<file path="config.mk">
export PLATFORM = sky130hd
export DESIGN_NAME = fpss_top
export DESIGN_NICKNAME = d
export VERILOG_FILES = /design/src/fpss_pkg.sv /design/src/fp_req_if.sv /design/src/fp_decoder.sv /design/src/fp_issue.sv /design/src/fp_noncomp_unit.sv /design/src/fp_pipe_reg.sv /design/src/fpss_top.sv
export VERILOG_INCLUDE_DIRS = /design/src
export SDC_FILE = /design/constraint.sdc
export NUM_CORES = 1
export LEC_CHECK = 0
export ABC_AREA = 1
export BUFFER_PORTS_ARGS = -buffer_cell sky130_fd_sc_hd__buf_2
export CORE_ASPECT_RATIO = 1.1
export CORE_MARGIN = 2
export CORE_UTILIZATION = 61
export DETAILED_ROUTE_END_ITERATION = 10
export PLACE_DENSITY_LB_ADDON = 0.3
export SYNTH_ARGS = -nofsm -noshare
export SYNTH_HDL_FRONTEND = slang
export SYNTH_HIERARCHICAL = 1
export SYNTH_SLANG_ARGS = --single-unit
</file>
<file path="constraint.sdc">
create_clock -name clk_i -period 8.2 [get_ports clk_i]
set_input_delay 1.23 -clock clk_i [delete_from_list [all_inputs] [get_ports clk_i]]
set_output_delay 1.23 -clock clk_i [all_outputs]
set_load 0.01 [all_outputs]
</file>
<file path="src/fpss_cfg.svh">
// Shared constants for the FP32 non-computational subsystem
// Include wherever widths or instruction encodings are needed
`ifndef FPSS_CFG_SVH
`define FPSS_CFG_SVH

// Operand and result width
`define FPSS_FLEN 32

// Instruction field positions
`define FPSS_OPCODE_LSB 0
`define FPSS_OPCODE_MSB 6
`define FPSS_RD_LSB 7
`define FPSS_RD_MSB 11
`define FPSS_F3_LSB 12
`define FPSS_F3_MSB 14
`define FPSS_F7_LSB 25
`define FPSS_F7_MSB 31

// OP-FP major opcode and the funct7 groups that are decoded
`define FPSS_OPCODE_OP_FP 7'b1010011
`define FPSS_F7_SGNJ 7'b0010000
`define FPSS_F7_MINMAX 7'b0010100
`define FPSS_F7_CMP 7'b1010000
`define FPSS_F7_CLASS_MV 7'b1110000

// Register stages between request acceptance and response
`define FPSS_PIPE_STAGES 2

`endif

</file>
<file path="src/fpss_pkg.sv">
// Types shared by the FP subsystem blocks
// Imported by the decoder, issue stage, FP unit and top level
`include "fpss_cfg.svh"
`default_nettype none

package fpss_pkg;

  typedef enum logic [2:0] {
    OP_NONE,
    OP_SGNJ,
    OP_MINMAX,
    OP_CMP,
    OP_CLASS,
    OP_MV
  } fp_op_e;

  // Source of one operand slot
  typedef enum logic [1:0] {
    SEL_NONE,
    SEL_A,
    SEL_B
  } op_select_e;

  // Destination register id travels with the op
  typedef logic [4:0] fp_tag_t;

  typedef struct packed {
    logic nv;
    logic dz;
    logic of;
    logic uf;
    logic nx;
  } fp_status_t;

  // Stage one payload
  typedef struct packed {
    fp_op_e                     op;
    logic [2:0]                 variant;
    logic [1:0][`FPSS_FLEN-1:0] operands;
    fp_tag_t                    tag;
    logic                       illegal;
  } fp_issue_t;

  // Stage two payload
  typedef struct packed {
    logic [`FPSS_FLEN-1:0] data;
    fp_status_t            status;
    fp_tag_t               tag;
    logic                  error;
  } fp_result_t;

endpackage

`default_nettype wire

</file>
<file path="src/fp_req_if.sv">
// Issue handshake between the issue stage and the FP unit
// Valid and payload come from the issue side, ready from the unit
`default_nettype none

interface fp_req_if;
  import fpss_pkg::*;

  logic      valid;
  logic      ready;
  fp_issue_t payload;

  modport issue (
    output valid,
    output payload,
    input  ready
  );

  modport unit (
    input  valid,
    input  payload,
    output ready
  );

endinterface

`default_nettype wire

</file>
<file path="src/fp_decoder.sv">
// Instruction decoder for the kept FP32 non-computational ops
// Anything else comes out as OP_NONE with the illegal flag
`include "fpss_cfg.svh"
`default_nettype none

module fp_decoder (
  input  logic [31:0]                   instr_i,
  output fpss_pkg::fp_op_e              op_o,
  output logic [2:0]                    variant_o,
  output fpss_pkg::op_select_e [1:0]    op_select_o,
  output logic                          illegal_o
);
  import fpss_pkg::*;

  logic [6:0] opcode;
  logic [2:0] funct3;
  logic [6:0] funct7;

  assign opcode    = instr_i[`FPSS_OPCODE_MSB:`FPSS_OPCODE_LSB];
  assign funct3    = instr_i[`FPSS_F3_MSB:`FPSS_F3_LSB];
  assign funct7    = instr_i[`FPSS_F7_MSB:`FPSS_F7_LSB];
  assign variant_o = funct3;

  always_comb begin
    op_o = OP_NONE;
    if (opcode == `FPSS_OPCODE_OP_FP) begin
      case (funct7)
        `FPSS_F7_SGNJ: begin
          if (funct3 <= 3'd2) op_o = OP_SGNJ;
        end
        `FPSS_F7_MINMAX: begin
          if (funct3 <= 3'd1) op_o = OP_MINMAX;
        end
        `FPSS_F7_CMP: begin
          if (funct3 <= 3'd2) op_o = OP_CMP;
        end
        `FPSS_F7_CLASS_MV: begin
          if (funct3 == 3'd0) begin
            op_o = OP_MV;
          end else if (funct3 == 3'd1) begin
            op_o = OP_CLASS;
          end
        end
        default: op_o = OP_NONE;
      endcase
    end
  end

  // Two-source ops read A and B, class and move only A
  always_comb begin
    case (op_o)
      OP_SGNJ, OP_MINMAX, OP_CMP: begin
        op_select_o[0] = SEL_A;
        op_select_o[1] = SEL_B;
      end
      OP_CLASS, OP_MV: begin
        op_select_o[0] = SEL_A;
        op_select_o[1] = SEL_NONE;
      end
      default: begin
        op_select_o[0] = SEL_NONE;
        op_select_o[1] = SEL_NONE;
      end
    endcase
  end

  assign illegal_o = (op_o == OP_NONE);

endmodule

`default_nettype wire

</file>
<file path="src/fp_issue.sv">
// Issue stage: decodes the request, selects operands and drives the unit
// Also produces the one-cycle issue strobe per accepted request
`include "fpss_cfg.svh"
`default_nettype none

module fp_issue (
  input  logic                  clk_i,
  input  logic                  rst_i,
  input  logic [31:0]           req_op_i,
  input  logic [`FPSS_FLEN-1:0] req_arga_i,
  input  logic [`FPSS_FLEN-1:0] req_argb_i,
  input  logic                  req_valid_i,
  output logic                  req_ready_o,
  output logic                  issue_o,
  fp_req_if.issue               req
);
  import fpss_pkg::*;

  fp_op_e                dec_op;
  logic [2:0]            dec_variant;
  op_select_e [1:0]      dec_select;
  logic                  dec_illegal;
  logic [`FPSS_FLEN-1:0] operand_a;
  logic [`FPSS_FLEN-1:0] operand_b;
  logic                  issue_q;

  // Empty slots read as all ones
  function automatic logic [`FPSS_FLEN-1:0] pick_operand(
    input op_select_e            sel,
    input logic [`FPSS_FLEN-1:0] arga,
    input logic [`FPSS_FLEN-1:0] argb
  );
    case (sel)
      SEL_A:   return arga;
      SEL_B:   return argb;
      default: return '1;
    endcase
  endfunction

  fp_decoder u_decoder (
    .instr_i     (req_op_i),
    .op_o        (dec_op),
    .variant_o   (dec_variant),
    .op_select_o (dec_select),
    .illegal_o   (dec_illegal)
  );

  assign operand_a = pick_operand(dec_select[0], req_arga_i, req_argb_i);
  assign operand_b = pick_operand(dec_select[1], req_arga_i, req_argb_i);

  // --------------------------------------------------
  // Request to unit
  // --------------------------------------------------
  assign req.valid   = req_valid_i;
  assign req_ready_o = req.ready;

  always_comb begin
    req.payload.op          = dec_op;
    req.payload.variant     = dec_variant;
    req.payload.operands[0] = operand_a;
    req.payload.operands[1] = operand_b;
    req.payload.tag         = fp_tag_t'(req_op_i[`FPSS_RD_MSB:`FPSS_RD_LSB]);
    req.payload.illegal     = dec_illegal;
  end

  // Issue strobe, one cycle after each handshake
  always_ff @(posedge clk_i) begin
    if (rst_i) begin
      issue_q <= 1'b0;
    end else begin
      issue_q <= req_valid_i & req_ready_o;
    end
  end

  assign issue_o = issue_q;

  // Core keeps its request up until it is taken
  a_req_hold: assert property (@(posedge clk_i) disable iff (rst_i)
    req_valid_i && !req_ready_o |=> req_valid_i);

endmodule

`default_nettype wire

</file>
<file path="src/fp_noncomp_unit.sv">
// Two-stage FP32 unit for sign injection, move, min/max, compare and classify
// Stage one holds the issued op, stage two the finished result
`include "fpss_cfg.svh"
`default_nettype none

module fp_noncomp_unit (
  input  logic                clk_i,
  input  logic                rst_i,
  fp_req_if.unit              req,
  output logic                res_valid_o,
  input  logic                res_ready_i,
  output fpss_pkg::fp_result_t res_o
);
  import fpss_pkg::*;

  localparam logic [`FPSS_FLEN-1:0] canon_nan = 32'h7FC0_0000;

  fp_issue_t             s1_q;
  logic                  s1_valid;
  logic                  s1_ready;
  fp_result_t            res_d;
  logic [`FPSS_FLEN-1:0] op_a;
  logic [`FPSS_FLEN-1:0] op_b;
  logic                  a_nan;
  logic                  b_nan;
  logic                  a_snan;
  logic                  b_snan;
  logic                  both_zero;
  logic                  ord_lt;
  logic                  sgnj_sign;
  logic [`FPSS_FLEN-1:0] minmax_res;
  logic                  cmp_res;
  logic                  cmp_nv;
  logic [9:0]            class_mask;

  function automatic logic is_nan(input logic [`FPSS_FLEN-1:0] x);
    return (&x[30:23]) && (|x[22:0]);
  endfunction

  // RISC-V class mask, one bit per class
  function automatic logic [9:0] fp_class(input logic [`FPSS_FLEN-1:0] x);
    logic exp_max;
    logic exp_zero;
    logic man_zero;
    exp_max  = &x[30:23];
    exp_zero = ~|x[30:23];
    man_zero = ~|x[22:0];
    if (exp_max) begin
      if (man_zero) return x[31] ? 10'b00_0000_0001 : 10'b00_1000_0000;
      else if (x[22]) return 10'b10_0000_0000;
      else return 10'b01_0000_0000;
    end else if (exp_zero) begin
      if (man_zero) return x[31] ? 10'b00_0000_1000 : 10'b00_0001_0000;
      else return x[31] ? 10'b00_0000_0100 : 10'b00_0010_0000;
    end
    return x[31] ? 10'b00_0000_0010 : 10'b00_0100_0000;
  endfunction

  fp_pipe_reg #(
    .payload_t (fp_issue_t)
  ) u_stage1 (
    .clk_i   (clk_i),
    .rst_i   (rst_i),
    .valid_i (req.valid),
    .ready_o (req.ready),
    .data_i  (req.payload),
    .valid_o (s1_valid),
    .ready_i (s1_ready),
    .data_o  (s1_q)
  );

  // --------------------------------------------------
  // Operand properties
  // --------------------------------------------------
  assign op_a      = s1_q.operands[0];
  assign op_b      = s1_q.operands[1];
  assign a_nan     = is_nan(op_a);
  assign b_nan     = is_nan(op_b);
  assign a_snan    = a_nan & ~op_a[22];
  assign b_snan    = b_nan & ~op_b[22];
  assign both_zero = ~|{op_a[30:0], op_b[30:0]};

  // Ordering with -0 below +0, NaNs handled by the callers
  always_comb begin
    if (op_a[31] != op_b[31]) begin
      ord_lt = op_a[31];
    end else if (op_a[31]) begin
      ord_lt = op_b[30:0] < op_a[30:0];
    end else begin
      ord_lt = op_a[30:0] < op_b[30:0];
    end
  end

  always_comb begin
    case (s1_q.variant)
      3'd1:    sgnj_sign = ~op_b[31];
      3'd2:    sgnj_sign = op_a[31] ^ op_b[31];
      default: sgnj_sign = op_b[31];
    endcase
  end

  always_comb begin
    if (a_nan && b_nan) begin
      minmax_res = canon_nan;
    end else if (a_nan) begin
      minmax_res = op_b;
    end else if (b_nan) begin
      minmax_res = op_a;
    end else if (s1_q.variant == 3'd1) begin
      minmax_res = ord_lt ? op_b : op_a;
    end else begin
      minmax_res = ord_lt ? op_a : op_b;
    end
  end

  // Compare: 2 is EQ, 1 is LT, 0 is LE; equal zeros compare equal
  always_comb begin
    cmp_nv = a_nan | b_nan;
    case (s1_q.variant)
      3'd2: begin
        cmp_res = (op_a == op_b) | both_zero;
        cmp_nv  = a_snan | b_snan;
      end
      3'd1:    cmp_res = ord_lt & ~both_zero;
      default: cmp_res = ord_lt | (op_a == op_b) | both_zero;
    endcase
    if (a_nan || b_nan) begin
      cmp_res = 1'b0;
    end
  end

  assign class_mask = fp_class(op_a);

  // --------------------------------------------------
  // Result select
  // --------------------------------------------------
  always_comb begin
    res_d.data   = '0;
    res_d.status = '0;
    res_d.tag    = s1_q.tag;
    res_d.error  = s1_q.illegal;
    case (s1_q.op)
      OP_SGNJ: res_d.data = {sgnj_sign, op_a[30:0]};
      OP_MV:   res_d.data = op_a;
      OP_MINMAX: begin
        res_d.data      = minmax_res;
        res_d.status.nv = a_snan | b_snan;
      end
      OP_CMP: begin
        res_d.data      = {{(`FPSS_FLEN-1){1'b0}}, cmp_res};
        res_d.status.nv = cmp_nv;
      end
      OP_CLASS: res_d.data = {{(`FPSS_FLEN-10){1'b0}}, class_mask};
      default:  res_d.data = '0;
    endcase
  end

  fp_pipe_reg #(
    .payload_t (fp_result_t)
  ) u_stage2 (
    .clk_i   (clk_i),
    .rst_i   (rst_i),
    .valid_i (s1_valid),
    .ready_o (s1_ready),
    .data_i  (res_d),
    .valid_o (res_valid_o),
    .ready_i (res_ready_i),
    .data_o  (res_o)
  );

  // Only invalid-operation can be raised by these ops
  a_only_nv: assert property (@(posedge clk_i) disable iff (rst_i)
    res_valid_o |-> !(res_o.status.dz | res_o.status.of | res_o.status.uf
                      | res_o.status.nx));

endmodule

`default_nettype wire

</file>
<file path="src/fp_pipe_reg.sv">
// One-entry valid/ready register slice
// Payload type is set per instance
`default_nettype none

module fp_pipe_reg #(
  parameter type payload_t = logic
) (
  input  logic     clk_i,
  input  logic     rst_i,
  input  logic     valid_i,
  output logic     ready_o,
  input  payload_t data_i,
  output logic     valid_o,
  input  logic     ready_i,
  output payload_t data_o
);

  logic     full_q;
  payload_t data_q;

  // Take new data when empty or when the held entry leaves
  assign ready_o = ~full_q | ready_i;

  always_ff @(posedge clk_i) begin
    if (rst_i) begin
      full_q <= 1'b0;
    end else if (ready_o) begin
      full_q <= valid_i;
    end
  end

  always_ff @(posedge clk_i) begin
    if (valid_i && ready_o) begin
      data_q <= data_i;
    end
  end

  assign valid_o = full_q;
  assign data_o  = data_q;

  // Stalled output must hold
  a_hold_stable: assert property (@(posedge clk_i) disable iff (rst_i)
    valid_o && !ready_i |=> valid_o && $stable(data_o));

endmodule

`default_nettype wire

</file>
<file path="src/fpss_top.sv">
// FP subsystem top with plain accelerator request and response ports
// Requests go through the issue stage into the two-stage FP unit
`include "fpss_cfg.svh"
`default_nettype none

module fpss_top (
  input  logic                  clk_i,
  input  logic                  rst_i,
  input  logic [31:0]           acc_req_op_i,
  input  logic [`FPSS_FLEN-1:0] acc_req_arga_i,
  input  logic [`FPSS_FLEN-1:0] acc_req_argb_i,
  input  logic                  acc_req_valid_i,
  output logic                  acc_req_ready_o,
  output logic [`FPSS_FLEN-1:0] acc_resp_data_o,
  output logic [4:0]            acc_resp_id_o,
  output logic                  acc_resp_error_o,
  output logic                  acc_resp_valid_o,
  input  logic                  acc_resp_ready_i,
  output fpss_pkg::fp_status_t  fpu_status_o,
  output logic                  issue_o
);
  import fpss_pkg::*;

  fp_result_t res;

  fp_req_if u_req_if ();

  fp_issue u_issue (
    .clk_i       (clk_i),
    .rst_i       (rst_i),
    .req_op_i    (acc_req_op_i),
    .req_arga_i  (acc_req_arga_i),
    .req_argb_i  (acc_req_argb_i),
    .req_valid_i (acc_req_valid_i),
    .req_ready_o (acc_req_ready_o),
    .issue_o     (issue_o),
    .req         (u_req_if.issue)
  );

  fp_noncomp_unit u_unit (
    .clk_i       (clk_i),
    .rst_i       (rst_i),
    .req         (u_req_if.unit),
    .res_valid_o (acc_resp_valid_o),
    .res_ready_i (acc_resp_ready_i),
    .res_o       (res)
  );

  // Response fields
  assign acc_resp_data_o  = res.data;
  assign acc_resp_id_o    = res.tag;
  assign acc_resp_error_o = res.error;
  assign fpu_status_o     = res.status;

endmodule

`default_nettype wire

</file>
Word level (Yosys, flattened, before mapping)
Cells that the tools add are included.
{ "word_totals": {"register_bits": 118, "input_bits": 100, "word_cells": 111, "out_inout_bits": 46} }
{ "classes": {"bitwise_logic": 17, "n_eq_ne": 24, "mux": 36, "n_reduce_logical": 17, "order_cmp": 4} }
{ "op_table": {"columns": ["op", "n"], "rows": [
  ["$mux 32", 6],
  ["$pmux 32 s5", 1],
  ["$pmux 32 s2", 2],
  ["$lt 31x31->1", 2],
  ["$reduce_or 62->1", 1],
  ["$mux 10", 6],
  ["$reduce_or 23->1", 2],
  ["$eq 32x32->1", 1],
  ["$eq 7x7->1 const B", 3],
  ["$reduce_and 8->1", 2],
  ["$eq 3x2->1 const B", 5],
  ["$eq 7x5->1 const B", 2],
  ["$eq 3x1->1 const B", 4],
  ["$eq 3x3->1 const B", 4],
  ["$pmux 3 s4", 1],
  ["$mux 3", 3],
  ["$mux 8", 1],
  ["$pmux 4 s2", 1],
  ["$reduce_or 8->1", 1],
  ["$mux 1", 7],
  ["$mux 7", 1],
  ["$or 1x1->1", 7],
  ["$logic_not 3->1", 2],
  ["$mux 6", 1],
  ["other kinds (16)", 32]
]} }

Logic depth before layout (Yosys ltp)
Gate-level depths: netlist of the first run.
{ "depth": {"ltp_word": 10, "mapped_depth": 22, "depth_no_buf": 21} }

Hierarchy
The synthesis of the first run kept the hierarchy.
{ "by_module_without_submodules": {"columns": ["module", "seq_area_each_um2", "cells_each", "n_inst", "area_each_um2"], "rows": [
  ["fp_noncomp_unit", 0.0, 446, 1, 2377.3],
  ["fp_pipe_reg at u_unit.u_stage1", 2302.2, 82, 1, 2329.7],
  ["fp_issue", 20.0, 231, 1, 1463.9],
  ["fp_pipe_reg at u_unit.u_stage2", 1311.3, 49, 1, 1338.8],
  ["fp_decoder", 0.0, 57, 1, 316.6]
]} }

Least setup slack after synthesis of the first run
No wires, ideal clock.
{ "synth_timing": {"path_type": "in2reg", "from": "input port acc_req_valid_i", "to": "register u_unit.u_stage1.data_q, in the netlist u_unit/u_stage1/data_o[0], enable pin", "arrival_time_ns": 5.049, "path_buffers": 1, "slack_ns": 2.616, "t_required_ns": 7.665, "cell_stages": 3, "setup_time_ns": 0.535, "path_cell_list": "buf_4 inv_1 a21oi_1"} }
{ "synth_via": {"elab_chain_len": 1} }
{ "synth_lines": {"columns": ["item", "line_no", "source"], "rows": [
  ["start: declaration", "fpss_top.sv:12", "input logic acc_req_valid_i,"],
  ["$logic_and 1x1->1", "fp_pipe_reg.sv:33", "if (valid_i && ready_o) begin"],
  ["end signal: assignment", "fp_pipe_reg.sv:34", "data_q <= data_i;"],
  ["end: declaration", "fp_pipe_reg.sv:19", "payload_t data_q;"]
]} }
Every way passes these cells.
A chain may end at the register's enable or synchronous reset.

==> results.sh, run 1 <==
export IMPL_max_cap_violations=0
export IMPL_tns_ns=0
export IMPL_min_delay_start="u_unit/u_stage1/data_o[0]$_DFFE_PP_"
export IMPL_hold_path_class="flop to flop"
export IMPL_pin_count=146
export IMPL_via_per_inst=5.486
export IMPL_clk_pin_slew_ns=0.05
export IMPL_cts_setup_buffers=0
export IMPL_drv_slew=0
export IMPL_dieArea_um2=13750
export IMPL_wl_per_cell_um=15.61
export IMPL_yosysTopAreaCell="edfxtp_1"
export IMPL_yosysWarnings=6
export IMPL_startpoint="acc_req_op_i[30]"
export IMPL_die_x_um=112
export IMPL_ys_top_cells_by_area="edfxtp_1 (46%), nand2_1 (13%), nand3_2 (8.3%)"
export IMPL_slowest_delay_ns=1.00
export IMPL_syn_area_per_cell_um2=9.048
export IMPL_tightest_slew_ns=1.230
export IMPL_drive_gt1_share_pct=27.66
export IMPL_ys_seq_area_share_pct=46.43
export IMPL_min_period_over_period_pct=40.59
export IMPL_reg2reg_depth=14
export IMPL_hpwl_um=12890
export IMPL_leakagePower_nw=4.106
export IMPL_antenna_found_initial=0
export IMPL_crit_type="input port to flop"
export IMPL_power_density_nw_per_um2=189.3
export IMPL_path_common_cell="nand2_1"
export IMPL_setup_violations_final=0
export IMPL_tritoncts="done"
export IMPL_cpMaxStageDelayCell="ha_1"
export IMPL_skew_ns=0.005440
export IMPL_drt_iter0_markers=499
export IMPL_arrival_ns=3.60
export IMPL_worstPathCellList="buf_2, inv_1, nand3_2, nor2_1, nand2_1, nand2_1, o21ai_0, nor2_1, ha_1, nand2_1, nand3_2"
export IMPL_core_um2=12590
export IMPL_drtPass1Iterations=5
export IMPL_start_util_pct=62.16
export IMPL_drc=0
export IMPL_status="completed"
export IMPL_syn_area_um2=7826
export IMPL_n_fill_cell=974
export IMPL_grt_total_usage_pct=27.40
export IMPL_grt_max_degree=77
export IMPL_grt_overflow=0
export IMPL_syn_inst=865
export IMPL_cts_sinks=122
export IMPL_fin_util_pct=71.19
export IMPL_ir_worst_vdd_mv=0.1524
export IMPL_synth_top_area_share_pct=45.66
export IMPL_synth_commonest_cells="nand2_1 (269), edfxtp_1 (119), inv_1 (102)"
export IMPL_io_buffers=135
export IMPL_rr_endpoint="u_unit/u_stage2/data_o[28]$_DFFE_PP_"
export IMPL_postRouteAntennaNets=0
export IMPL_async_flop_share_pct=0
export IMPL_grt_pass1_vias=6016
export IMPL_worstHoldEndpoint="u_unit/u_stage2/data_o[0]$_DFFE_PP_"
export IMPL_clockRootBuffer="clkbuf_16"
export IMPL_routed_wl_um=18030
export IMPL_synth_flop_cell="edfxtp_1"
export IMPL_slew_headroom_pct=18.01
export IMPL_min_period_ns=3.328
export IMPL_reg2reg_slack_ns=4.91
export IMPL_crit_required_ns=8.48
export IMPL_route_vias_total=6336
export IMPL_ctsResizeCount=0
export IMPL_yosys_cell_types_count=41
export IMPL_numCtsBuffers=17
export IMPL_yosys_register_bits=122
export IMPL_synth_edf_count=119
export IMPL_antenna_cells=0
export IMPL_holdBufCountCts=0
export IMPL_finalInstanceArea_um2=8962
export IMPL_htreeDepth=4
export IMPL_path_max_fanout=32
export IMPL_clock_fmax_mhz=300.4
export IMPL_finalHoldViolations=0
export IMPL_clockBufferDepth=2
export IMPL_r2r_start="u_unit/u_stage1/data_o[28]$_DFFE_PP_"
export IMPL_rows=43
export IMPL_endpoint_kind="flop"
export IMPL_worst_path_buf_inv=2
export IMPL_rsz0062_at_grt="false"
export IMPL_hold_path_depth=0
export IMPL_worstSkewPairLatency_ns=0.41
export IMPL_cpLargestDelayFamily="simple AND/OR/NAND/NOR gates"
export IMPL_synth_most_common_cell="nand2_1"
export IMPL_start_kind="input port"
export IMPL_dpl_cell_area_um2=8401
export IMPL_instances_no_fill=1155
export IMPL_die_y_um=122.8
export IMPL_syn_to_final_growth_pct=14.52
export IMPL_fin_nets=1125
export IMPL_place_congestion=0.9635
export IMPL_place_inst=1126
export IMPL_grt_pass1_wl_um=29310
[kinds of logic (layout without fill, tap and decap cells)]
family | after synthesis | after routing | share of synthesized area [%]
compound gates | 61 | 61 | 4.924
fa+ha+maj | 37 | 37 | 5.915
buf+inv | 149 | 278 | 10.04
flops | 122 | 122 | 46.43
other cells | 2 | 6 | 0.09596
simple gates | 494 | 494 | 32.60
[layout by cell type, fill, tap and decap left out, types with 2 or more instances in the layout]
| cell type | instances |
|---|---|
| clkinv_1 | 2 |
| o21ai_0 | 16 |
| dfxtp_1 | 3 |
| a21oi_1 | 13 |
| o21bai_2 | 3 |
| clkbuf_1 | 2 |
| edfxtp_1 | 119 |
| clkbuf_16 | 17 |
| nor2_2 | 4 |
| nor2_4 | 2 |
| nand2_2 | 14 |
| inv_1 | 102 |
| nand4_1 | 17 |
| clkinvlp_4 | 2 |
| a22oi_1 | 5 |
| clkinv_2 | 4 |
| ha_1 | 37 |
| nor2_1 | 38 |
| a21oi_4 | 2 |
| buf_2 | 135 |
| inv_2 | 5 |
| a21oi_2 | 2 |
| nand3_2 | 65 |
| nand2_1 | 269 |
| nor4_1 | 9 |
| nand3_1 | 54 |
| nor3_1 | 11 |
| buf_4 | 6 |
| o221ai_1 | 2 |
| bufinv_16 | 3 |
| nand3b_1 | 5 |
| o21ai_2 | 6 |
| o22ai_1 | 2 |
| conb_1 | 6 |
| o21ai_1 | 7 |
[where the power goes]
part	internal [mW]	switching (mW)	leakage [nW]
logic	0.0836	0.150	2.68
clock network	0.467	0.244	0.272
registers	0.728	0.0233	1.16
[metrics by stage]
step	hold WS (ns)	power [mW]	worst slack, ns
finish	0.4180	1.697	4.872
global route	0.4248	1.767	4.659
CTS	0.4180	1.703	4.916
detailed placement	0.4066	0.9886	4.570
global placement	0.4012	0.9827	4.617
floorplan	0.4003	0.9283	2.616
[metal layers]
layer	up-vias	part of all wire (%)	track usage, %
met5	-	0	0
li1	3130	-	-
met4	0	2.7	12.73
met1	2898	43	36.30
met3	38	7.0	5.284
met2	270	48	44.09
[final cells by class]
class / instances / area, µm² / area share, %
tap: 157 / 196.4 / 2.192
multi-input combinational: 598 / 3445 / 38.43
clock buffer: 19 / 432.9 / 4.830
timing repair buffer: 141 / 720.7 / 8.041
clock inverter: 10 / 128.9 / 1.438
sequential: 122 / 3633 / 40.54
inverter: 108 / 405.4 / 4.523
[worst max path at each step]
stage / to / slack, ns / depth (start not counted)
4_1_cts: u_unit/u_stage1/data_o[41]$_DFFE_PP_ / 4.92 / 11
3_3_place_gp: u_unit/u_stage1/data_o[60]$_DFFE_PP_ / 4.62 / 11
6_report: u_unit/u_stage1/data_o[41]$_DFFE_PP_ / 4.87 / 11
3_5_place_dp: u_unit/u_stage1/data_o[40]$_DFFE_PP_ / 4.57 / 11
5_1_grt: u_unit/u_stage1/data_o[39]$_DFFE_PP_ / 4.66 / 11
2_1_floorplan: u_unit/u_stage1/data_o[0]$_DFFE_PP_ / 2.62 / 3
[sequential cells by signal (all words and copies together) (netlist names)]
signal and cells:
u_unit/u_stage1/valid_o 1, u_unit/u_stage2/valid_o 1, u_issue/issue_o 1, u_unit/u_stage2/data_o 43, u_unit/u_stage1/data_o 76
[worst reg2reg max path, stage by stage, from the launching register on]
cell      delay, ns
edfxtp_1       0.54
ha_1           0.36
nand2_1        0.05
inv_1          0.06
nand3_1        0.15
nor4_1         0.28
nand3b_1       0.14
nand2_1        0.10
nand2_2        0.06
nand3_1        0.11
nand3_4        0.25
nand2_4        0.50
nand2_1        0.13
nand3_1        0.09
o21ai_0        0.16
Note: power is estimated with default switching activity, not from simulation.
==> inputs of run 2 (changes only) <==
--- a/config.mk
+++ b/config.mk
@@ -10,7 +10,7 @@
 export BUFFER_PORTS_ARGS = -buffer_cell sky130_fd_sc_hd__buf_2
 export CORE_ASPECT_RATIO = 1.1
 export CORE_MARGIN = 2
-export CORE_UTILIZATION = 61
+export CORE_UTILIZATION = 57
 export DETAILED_ROUTE_END_ITERATION = 10
 export PLACE_DENSITY_LB_ADDON = 0.3
 export SYNTH_ARGS = -nofsm -noshare
==> constraint.sdc (replaced) <==
create_clock -name clk_i -period 3.5 [get_ports clk_i]
set_input_delay 0.525 -clock clk_i [delete_from_list [all_inputs] [get_ports clk_i]]
set_output_delay 0.525 -clock clk_i [all_outputs]
set_load 0.01 [all_outputs]
==> run 2 against run 1 <==
  * Register-to-register slack worse by 4.4 ns
  * Clock skew grew 0.0091 ns
  * Critical path depth grew 4
  * Total power rose by 130%
  * Via count increased by 0.38%
  * Critical endpoint is now u_unit/u_stage2/data_o[21]$_DFFE_PP_
==> results.sh, run 2 (synthesized netlist as in run 1, its figures left out) <==
export IMPL_status="completed"
export IMPL_hold_path_class="input port to flop"
export IMPL_fin_ws_ns=0.5264
export IMPL_io_buffers=135
export IMPL_dieArea_um2=14680
export IMPL_multi_input_area_um2=3445
export IMPL_fin_util_pct=67.84
export IMPL_r2r_start="u_unit/u_stage1/data_o[30]$_DFFE_PP_"
export IMPL_startpoint="u_unit/u_stage1/data_o[30]$_DFFE_PP_"
export IMPL_slew_headroom_pct=15.79
export IMPL_clockBufferDepth=2
export IMPL_rows=44
export IMPL_rr_endpoint="u_unit/u_stage2/data_o[21]$_DFFE_PP_"
export IMPL_die_x_um=115.7
export IMPL_tritoncts="done"
export IMPL_path_max_fanout=44
export IMPL_cts_sinks=122
export IMPL_dp_slack_ns=0.6070
export IMPL_tns_ns=0
export IMPL_via_per_inst=5.345
export IMPL_syn_to_final_growth_pct=15.49
export IMPL_grt_max_degree=77
export IMPL_antenna_found_initial=0
export IMPL_drt_iter0_markers=434
export IMPL_start_util_pct=58.74
export IMPL_grt_pass1_wl_um=29070
export IMPL_tightest_slew_ns=1.263
export IMPL_hpwl_um=12780
export IMPL_reg2reg_slack_ns=0.53
export IMPL_cts_setup_buffers=0
export IMPL_antenna_cells=0
export IMPL_route_vias_total=6360
export IMPL_htreeDepth=4
export IMPL_drv_slew=0
export IMPL_endpoint_kind="flop"
export IMPL_min_period_ns=2.974
export IMPL_numCtsBuffers=17
export IMPL_layout_common_cells="nand2_1 (269), buf_2 (135), edfxtp_1 (119)"
export IMPL_drive_gt1_share_pct=27.63
export IMPL_instances_no_fill=1190
export IMPL_largest_reg_flops=76
export IMPL_crit_path_end="u_unit/u_stage2/data_o[21]$_DFFE_PP_"
export IMPL_clock_fmax_mhz=336.3
export IMPL_place_congestion=0.9741
export IMPL_pin_count=146
export IMPL_core_um2=13320
export IMPL_grt_overflow=0
export IMPL_mostFrequentLayoutCell="nand2_1"
export IMPL_wl_per_cell_um=15.05
export IMPL_die_y_um=126.9
export IMPL_n_fill_cell=1134
export IMPL_drc=0
export IMPL_fin_nets=1130
export IMPL_dpl_cell_area_um2=8497
export IMPL_crit_type="flop to flop"
export IMPL_crit_required_ns=3.60
export IMPL_reg2reg_depth=15
export IMPL_leakagePower_nw=4.130
export IMPL_finalHoldViolations=0
export IMPL_finalPower_mw=3.925
export IMPL_rsz0062_at_grt="false"
export IMPL_worstSkewPairLatency_ns=0.43
export IMPL_power_density_nw_per_um2=434.2
export IMPL_setup_violations_final=0
export IMPL_grt_total_usage_pct=25.62
export IMPL_postRouteAntennaNets=0
export IMPL_min_period_over_period_pct=84.96
export IMPL_hold_ws_ns=0.2889
export IMPL_seq_area_um2=3633
export IMPL_routed_wl_um=17910
export IMPL_place_inst=1158
export IMPL_clk_pin_slew_ns=0.05
export IMPL_drtPass1Iterations=5
export IMPL_arrival_ns=3.08
export IMPL_holdBufCountCts=0
export IMPL_start_kind="flop"
export IMPL_grt_pass1_vias=6021
export IMPL_ctsResizeCount=0
export IMPL_ir_worst_vdd_mv=0.3283
export IMPL_max_cap_violations=0
export IMPL_finalInstanceArea_um2=9039
export IMPL_clockRootBuffer="clkbuf_16"
export IMPL_skew_ns=0.01456
[run 2: cell types whose count changed in the layout (fill, tap and decap cells not counted)]
cell,before,now
buf_12,0,2
clkinv_1,2,8
clkinv_2,4,3
buf_4,6,9
clkinvlp_4,2,1
bufinv_16,3,2
[run 2: final cells by class]
class / count / share of cell area (%)
Timing Repair Buffer: 146 / 8.666
Multi-Input combinational cell: 598 / 38.11
Inverter: 108 / 4.485
Tap cell: 184 / 2.547
Clock inverter: 13 / 1.204
Clock buffer: 19 / 4.790
Sequential cell: 122 / 40.20
[run 2: worst min-delay path by stage]
stage	to	start	depth (start not counted)	slack [ns]
floorplan	u_unit/u_stage2/data_o[0]$_DFFE_PP_	u_unit/u_stage1/data_o[0]$_DFFE_PP_	0	0.40
global placement	u_unit/u_stage2/data_o[5]$_DFFE_PP_	u_unit/u_stage1/data_o[5]$_DFFE_PP_	0	0.40
detailed placement	u_unit/u_stage2/data_o[5]$_DFFE_PP_	u_unit/u_stage1/data_o[5]$_DFFE_PP_	0	0.41
CTS	u_unit/u_stage1/data_o[3]$_DFFE_PP_	acc_req_op_i[9]	1	0.26
global route	u_unit/u_stage1/data_o[1]$_DFFE_PP_	acc_req_op_i[7]	1	0.28
finish	u_unit/u_stage1/data_o[5]$_DFFE_PP_	acc_req_op_i[11]	1	0.29
[run 2: power by group]
group / switching (mW) / internal, mW
Clock: 0.590 / 1.02
Sequential: 0.0528 / 1.70
Combinational: 0.352 / 0.203
[run 2: critical path: stages (launching register included)]
cell	delay (ns)
edfxtp_1	0.51
ha_1	0.39
nand4_1	0.15
nor2_4	0.12
nor3b_2	0.16
nand2_1	0.09
nand2_1	0.06
nand2_1	0.05
nand2_2	0.07
nand2_2	0.06
nand2_2	0.07
nand3_4	0.07
nand2_4	0.43
nand2_1	0.13
nand3_1	0.09
o21ai_0	0.18
[run 2: layer usage]
| layer | global-route usage, % | part of all wire [%] |
|---|---|---|
| met1 | 33.18 | 43 |
| met2 | 42.11 | 48 |
| met3 | 5.017 | 6.6 |
| met4 | 10.57 | 2.7 |
| met5 | 0 | 0 |
==> inputs of run 3 (changes only) <==
==> constraint.sdc (replaced) <==
create_clock -name clk_i -period 2.9 [get_ports clk_i]
set_input_delay 0.435 -clock clk_i [delete_from_list [all_inputs] [get_ports clk_i]]
set_output_delay 0.435 -clock clk_i [all_outputs]
set_load 0.01 [all_outputs]
==> run 3 against run 2 <==
  * Critical path depth grew 1
  * Sequential power grew 20%
  * Worst hold slack lost 0.10 ns
  * Register-to-register slack lost 0.39 ns
  * First-iteration DRC count grew 16%
  * Combinational power grew 36%
  * Worst setup slack lost 0.39 ns
  * Critical path type unchanged
  * Critical endpoint unchanged
==> results.sh, run 3 (synthesized netlist as in run 1, its figures left out) <==
export IMPL_via_per_inst=5.441
export IMPL_ir_worst_vdd_mv=0.4054
export IMPL_place_congestion=0.9275
export IMPL_status="completed"
export IMPL_grt_pass1_vias=6490
export IMPL_hpwl_um=13520
export IMPL_max_cap_violations=0
export IMPL_routed_wl_um=19310
export IMPL_wl_per_cell_um=15.87
export IMPL_htreeDepth=4
export IMPL_rows=44
export IMPL_route_vias_total=6622
export IMPL_finalHoldViolations=0
export IMPL_reg2reg_slack_ns=0.13
export IMPL_fin_ws_ns=0.1338
export IMPL_start_kind="flop"
export IMPL_core_um2=13320
export IMPL_worstHoldEndpoint="u_unit/u_stage1/data_o[4]$_DFFE_PP_"
export IMPL_skew_ns=0.007411
export IMPL_rsz0062_at_grt="false"
export IMPL_clk_pin_slew_ns=0.06
export IMPL_worstSkewPairLatency_ns=0.43
export IMPL_min_period_over_period_pct=95.39
export IMPL_tns_ns=0
export IMPL_io_buffers=135
export IMPL_numCtsBuffers=17
export IMPL_path_max_fanout=18
export IMPL_holdBufCountCts=0
export IMPL_drc=0
export IMPL_postRouteAntennaNets=0
export IMPL_hold_path_depth=1
export IMPL_dp_slack_ns=0.2173
export IMPL_leakagePower_nw=4.344
export IMPL_reg2reg_depth=16
export IMPL_clockRootBuffer="clkbuf_16"
export IMPL_min_delay_start="acc_req_op_i[10]"
export IMPL_setup_violations_final=0
export IMPL_largest_reg_flops=76
export IMPL_clock_fmax_mhz=361.5
export IMPL_endpoint_kind="flop"
export IMPL_arrival_ns=2.88
export IMPL_dieArea_um2=14680
export IMPL_power_density_nw_per_um2=565.8
export IMPL_grt_pass1_wl_um=31400
export IMPL_die_x_um=115.7
export IMPL_rr_endpoint="u_unit/u_stage2/data_o[21]$_DFFE_PP_"
export IMPL_finalPower_mw=5.354
export IMPL_drv_slew=0
export IMPL_die_y_um=126.9
export IMPL_tritoncts="done"
export IMPL_drive_gt1_share_pct=30.40
export IMPL_antenna_cells=0
export IMPL_drt_iter0_markers=505
export IMPL_tightest_slew_ns=1.369
export IMPL_crit_type="flop to flop"
export IMPL_crit_required_ns=3.01
export IMPL_fin_nets=1157
export IMPL_slew_headroom_pct=8.758
export IMPL_instances_no_fill=1217
export IMPL_hold_path_class="input port to flop"
export IMPL_antenna_found_initial=0
export IMPL_mostFrequentLayoutCell="nand2_1"
export IMPL_cts_sinks=122
export IMPL_drtPass1Iterations=5
export IMPL_syn_to_final_growth_pct=20.91
export IMPL_grt_total_usage_pct=27.84
export IMPL_grt_overflow=0
export IMPL_fin_util_pct=71.03
export IMPL_place_inst=1182
export IMPL_r2r_start="u_unit/u_stage1/data_o[14]$_DFFE_PP_"
export IMPL_min_period_ns=2.766
export IMPL_pin_count=146
export IMPL_layout_common_cells="nand2_1 (269), buf_2 (135), edfxtp_1 (119)"
export IMPL_clockBufferDepth=2
export IMPL_start_util_pct=58.74
export IMPL_grt_max_degree=77
[run 3: cell count changes in the layout (fill, tap and decap cells not counted), moves of 3 or more]
cell / before / now
buf_12: 2 / 6
clkinv_1: 8 / 1
clkinvlp_4: 1 / 4
bufinv_16: 2 / 7
buf_4: 9 / 31
[run 3: stage by stage]
stage                     instance area [µm²]  hold WS (ns)
after floorplan                          7856        0.4003
after global placement                   8727        0.4032
after detailed placement                 8727        0.4128
after CTS                                9424        0.1691
after global routing                     9463        0.1770
final                                    9463        0.1865
[run 3: timing repair]
item / CTS / global route
resized for setup: 0 / 3
buffers inserted: 0 / 3
endpoints found under the setup margin: 0 / 11
[run 3: cell type report]
cell class                 count  area, µm²
clock buffer                  17      425.4
clock inverter                15      271.5
fill                        1056       3860
inverter                     108      405.4
multi-input combinational    598       3453
sequential                   122       3633
tap                          184      230.2
timing repair buffer         173       1044
[run 3: power by group]
group | internal, mW | switching [mW]
Clock | 1.70 | 0.791
Combinational | 0.295 | 0.458
Sequential | 2.06 | 0.0557
[run 3: how the worst max path moves through the flow]
stage                                    startpoint  cells past startpoint                              endpoint  slack [ns]
6_report       u_unit/u_stage1/data_o[14]$_DFFE_PP_                     16  u_unit/u_stage2/data_o[21]$_DFFE_PP_        0.13
5_1_grt        u_unit/u_stage1/data_o[20]$_DFFE_PP_                     17  u_unit/u_stage2/data_o[21]$_DFFE_PP_       0.002
4_1_cts        u_unit/u_stage1/data_o[67]$_DFFE_PP_                     17  u_unit/u_stage2/data_o[21]$_DFFE_PP_        0.13
3_5_place_dp   u_unit/u_stage1/data_o[14]$_DFFE_PP_                     16  u_unit/u_stage2/data_o[21]$_DFFE_PP_        0.22
3_3_place_gp   u_unit/u_stage1/data_o[67]$_DFFE_PP_                     17  u_unit/u_stage2/data_o[21]$_DFFE_PP_        0.28
2_1_floorplan  u_unit/u_stage1/data_o[30]$_DFFE_PP_                     16  u_unit/u_stage2/data_o[33]$_DFFE_PP_        0.54
[run 3: routing by layer]
| layer | global-route usage, % | up-vias | wire (µm) |
|---|---|---|---|
| li1 | - | 3195 | - |
| met1 | 32.62 | 3079 | 7584 |
| met2 | 48.78 | 304 | 9827 |
| met3 | 5.686 | 44 | 1355 |
| met4 | 12.61 | 0 | 547 |
| met5 | 0 | - | 0 |
[run 3: critical path, cell delays in order, from the launching register on]
cell and delay (ns):
edfxtp_1 0.48, ha_1 0.36, nand2_1 0.09, nand2_1 0.05
nand2_1 0.05, nand2_1 0.04, a21oi_1 0.18, nand2_1 0.08
nand2_1 0.08, nand3_1 0.07, nand2_1 0.09, nand3_1 0.13
nand3_4 0.15, buf_8 0.18, nand3_1 0.12, nand3_1 0.11
o21ai_0 0.18
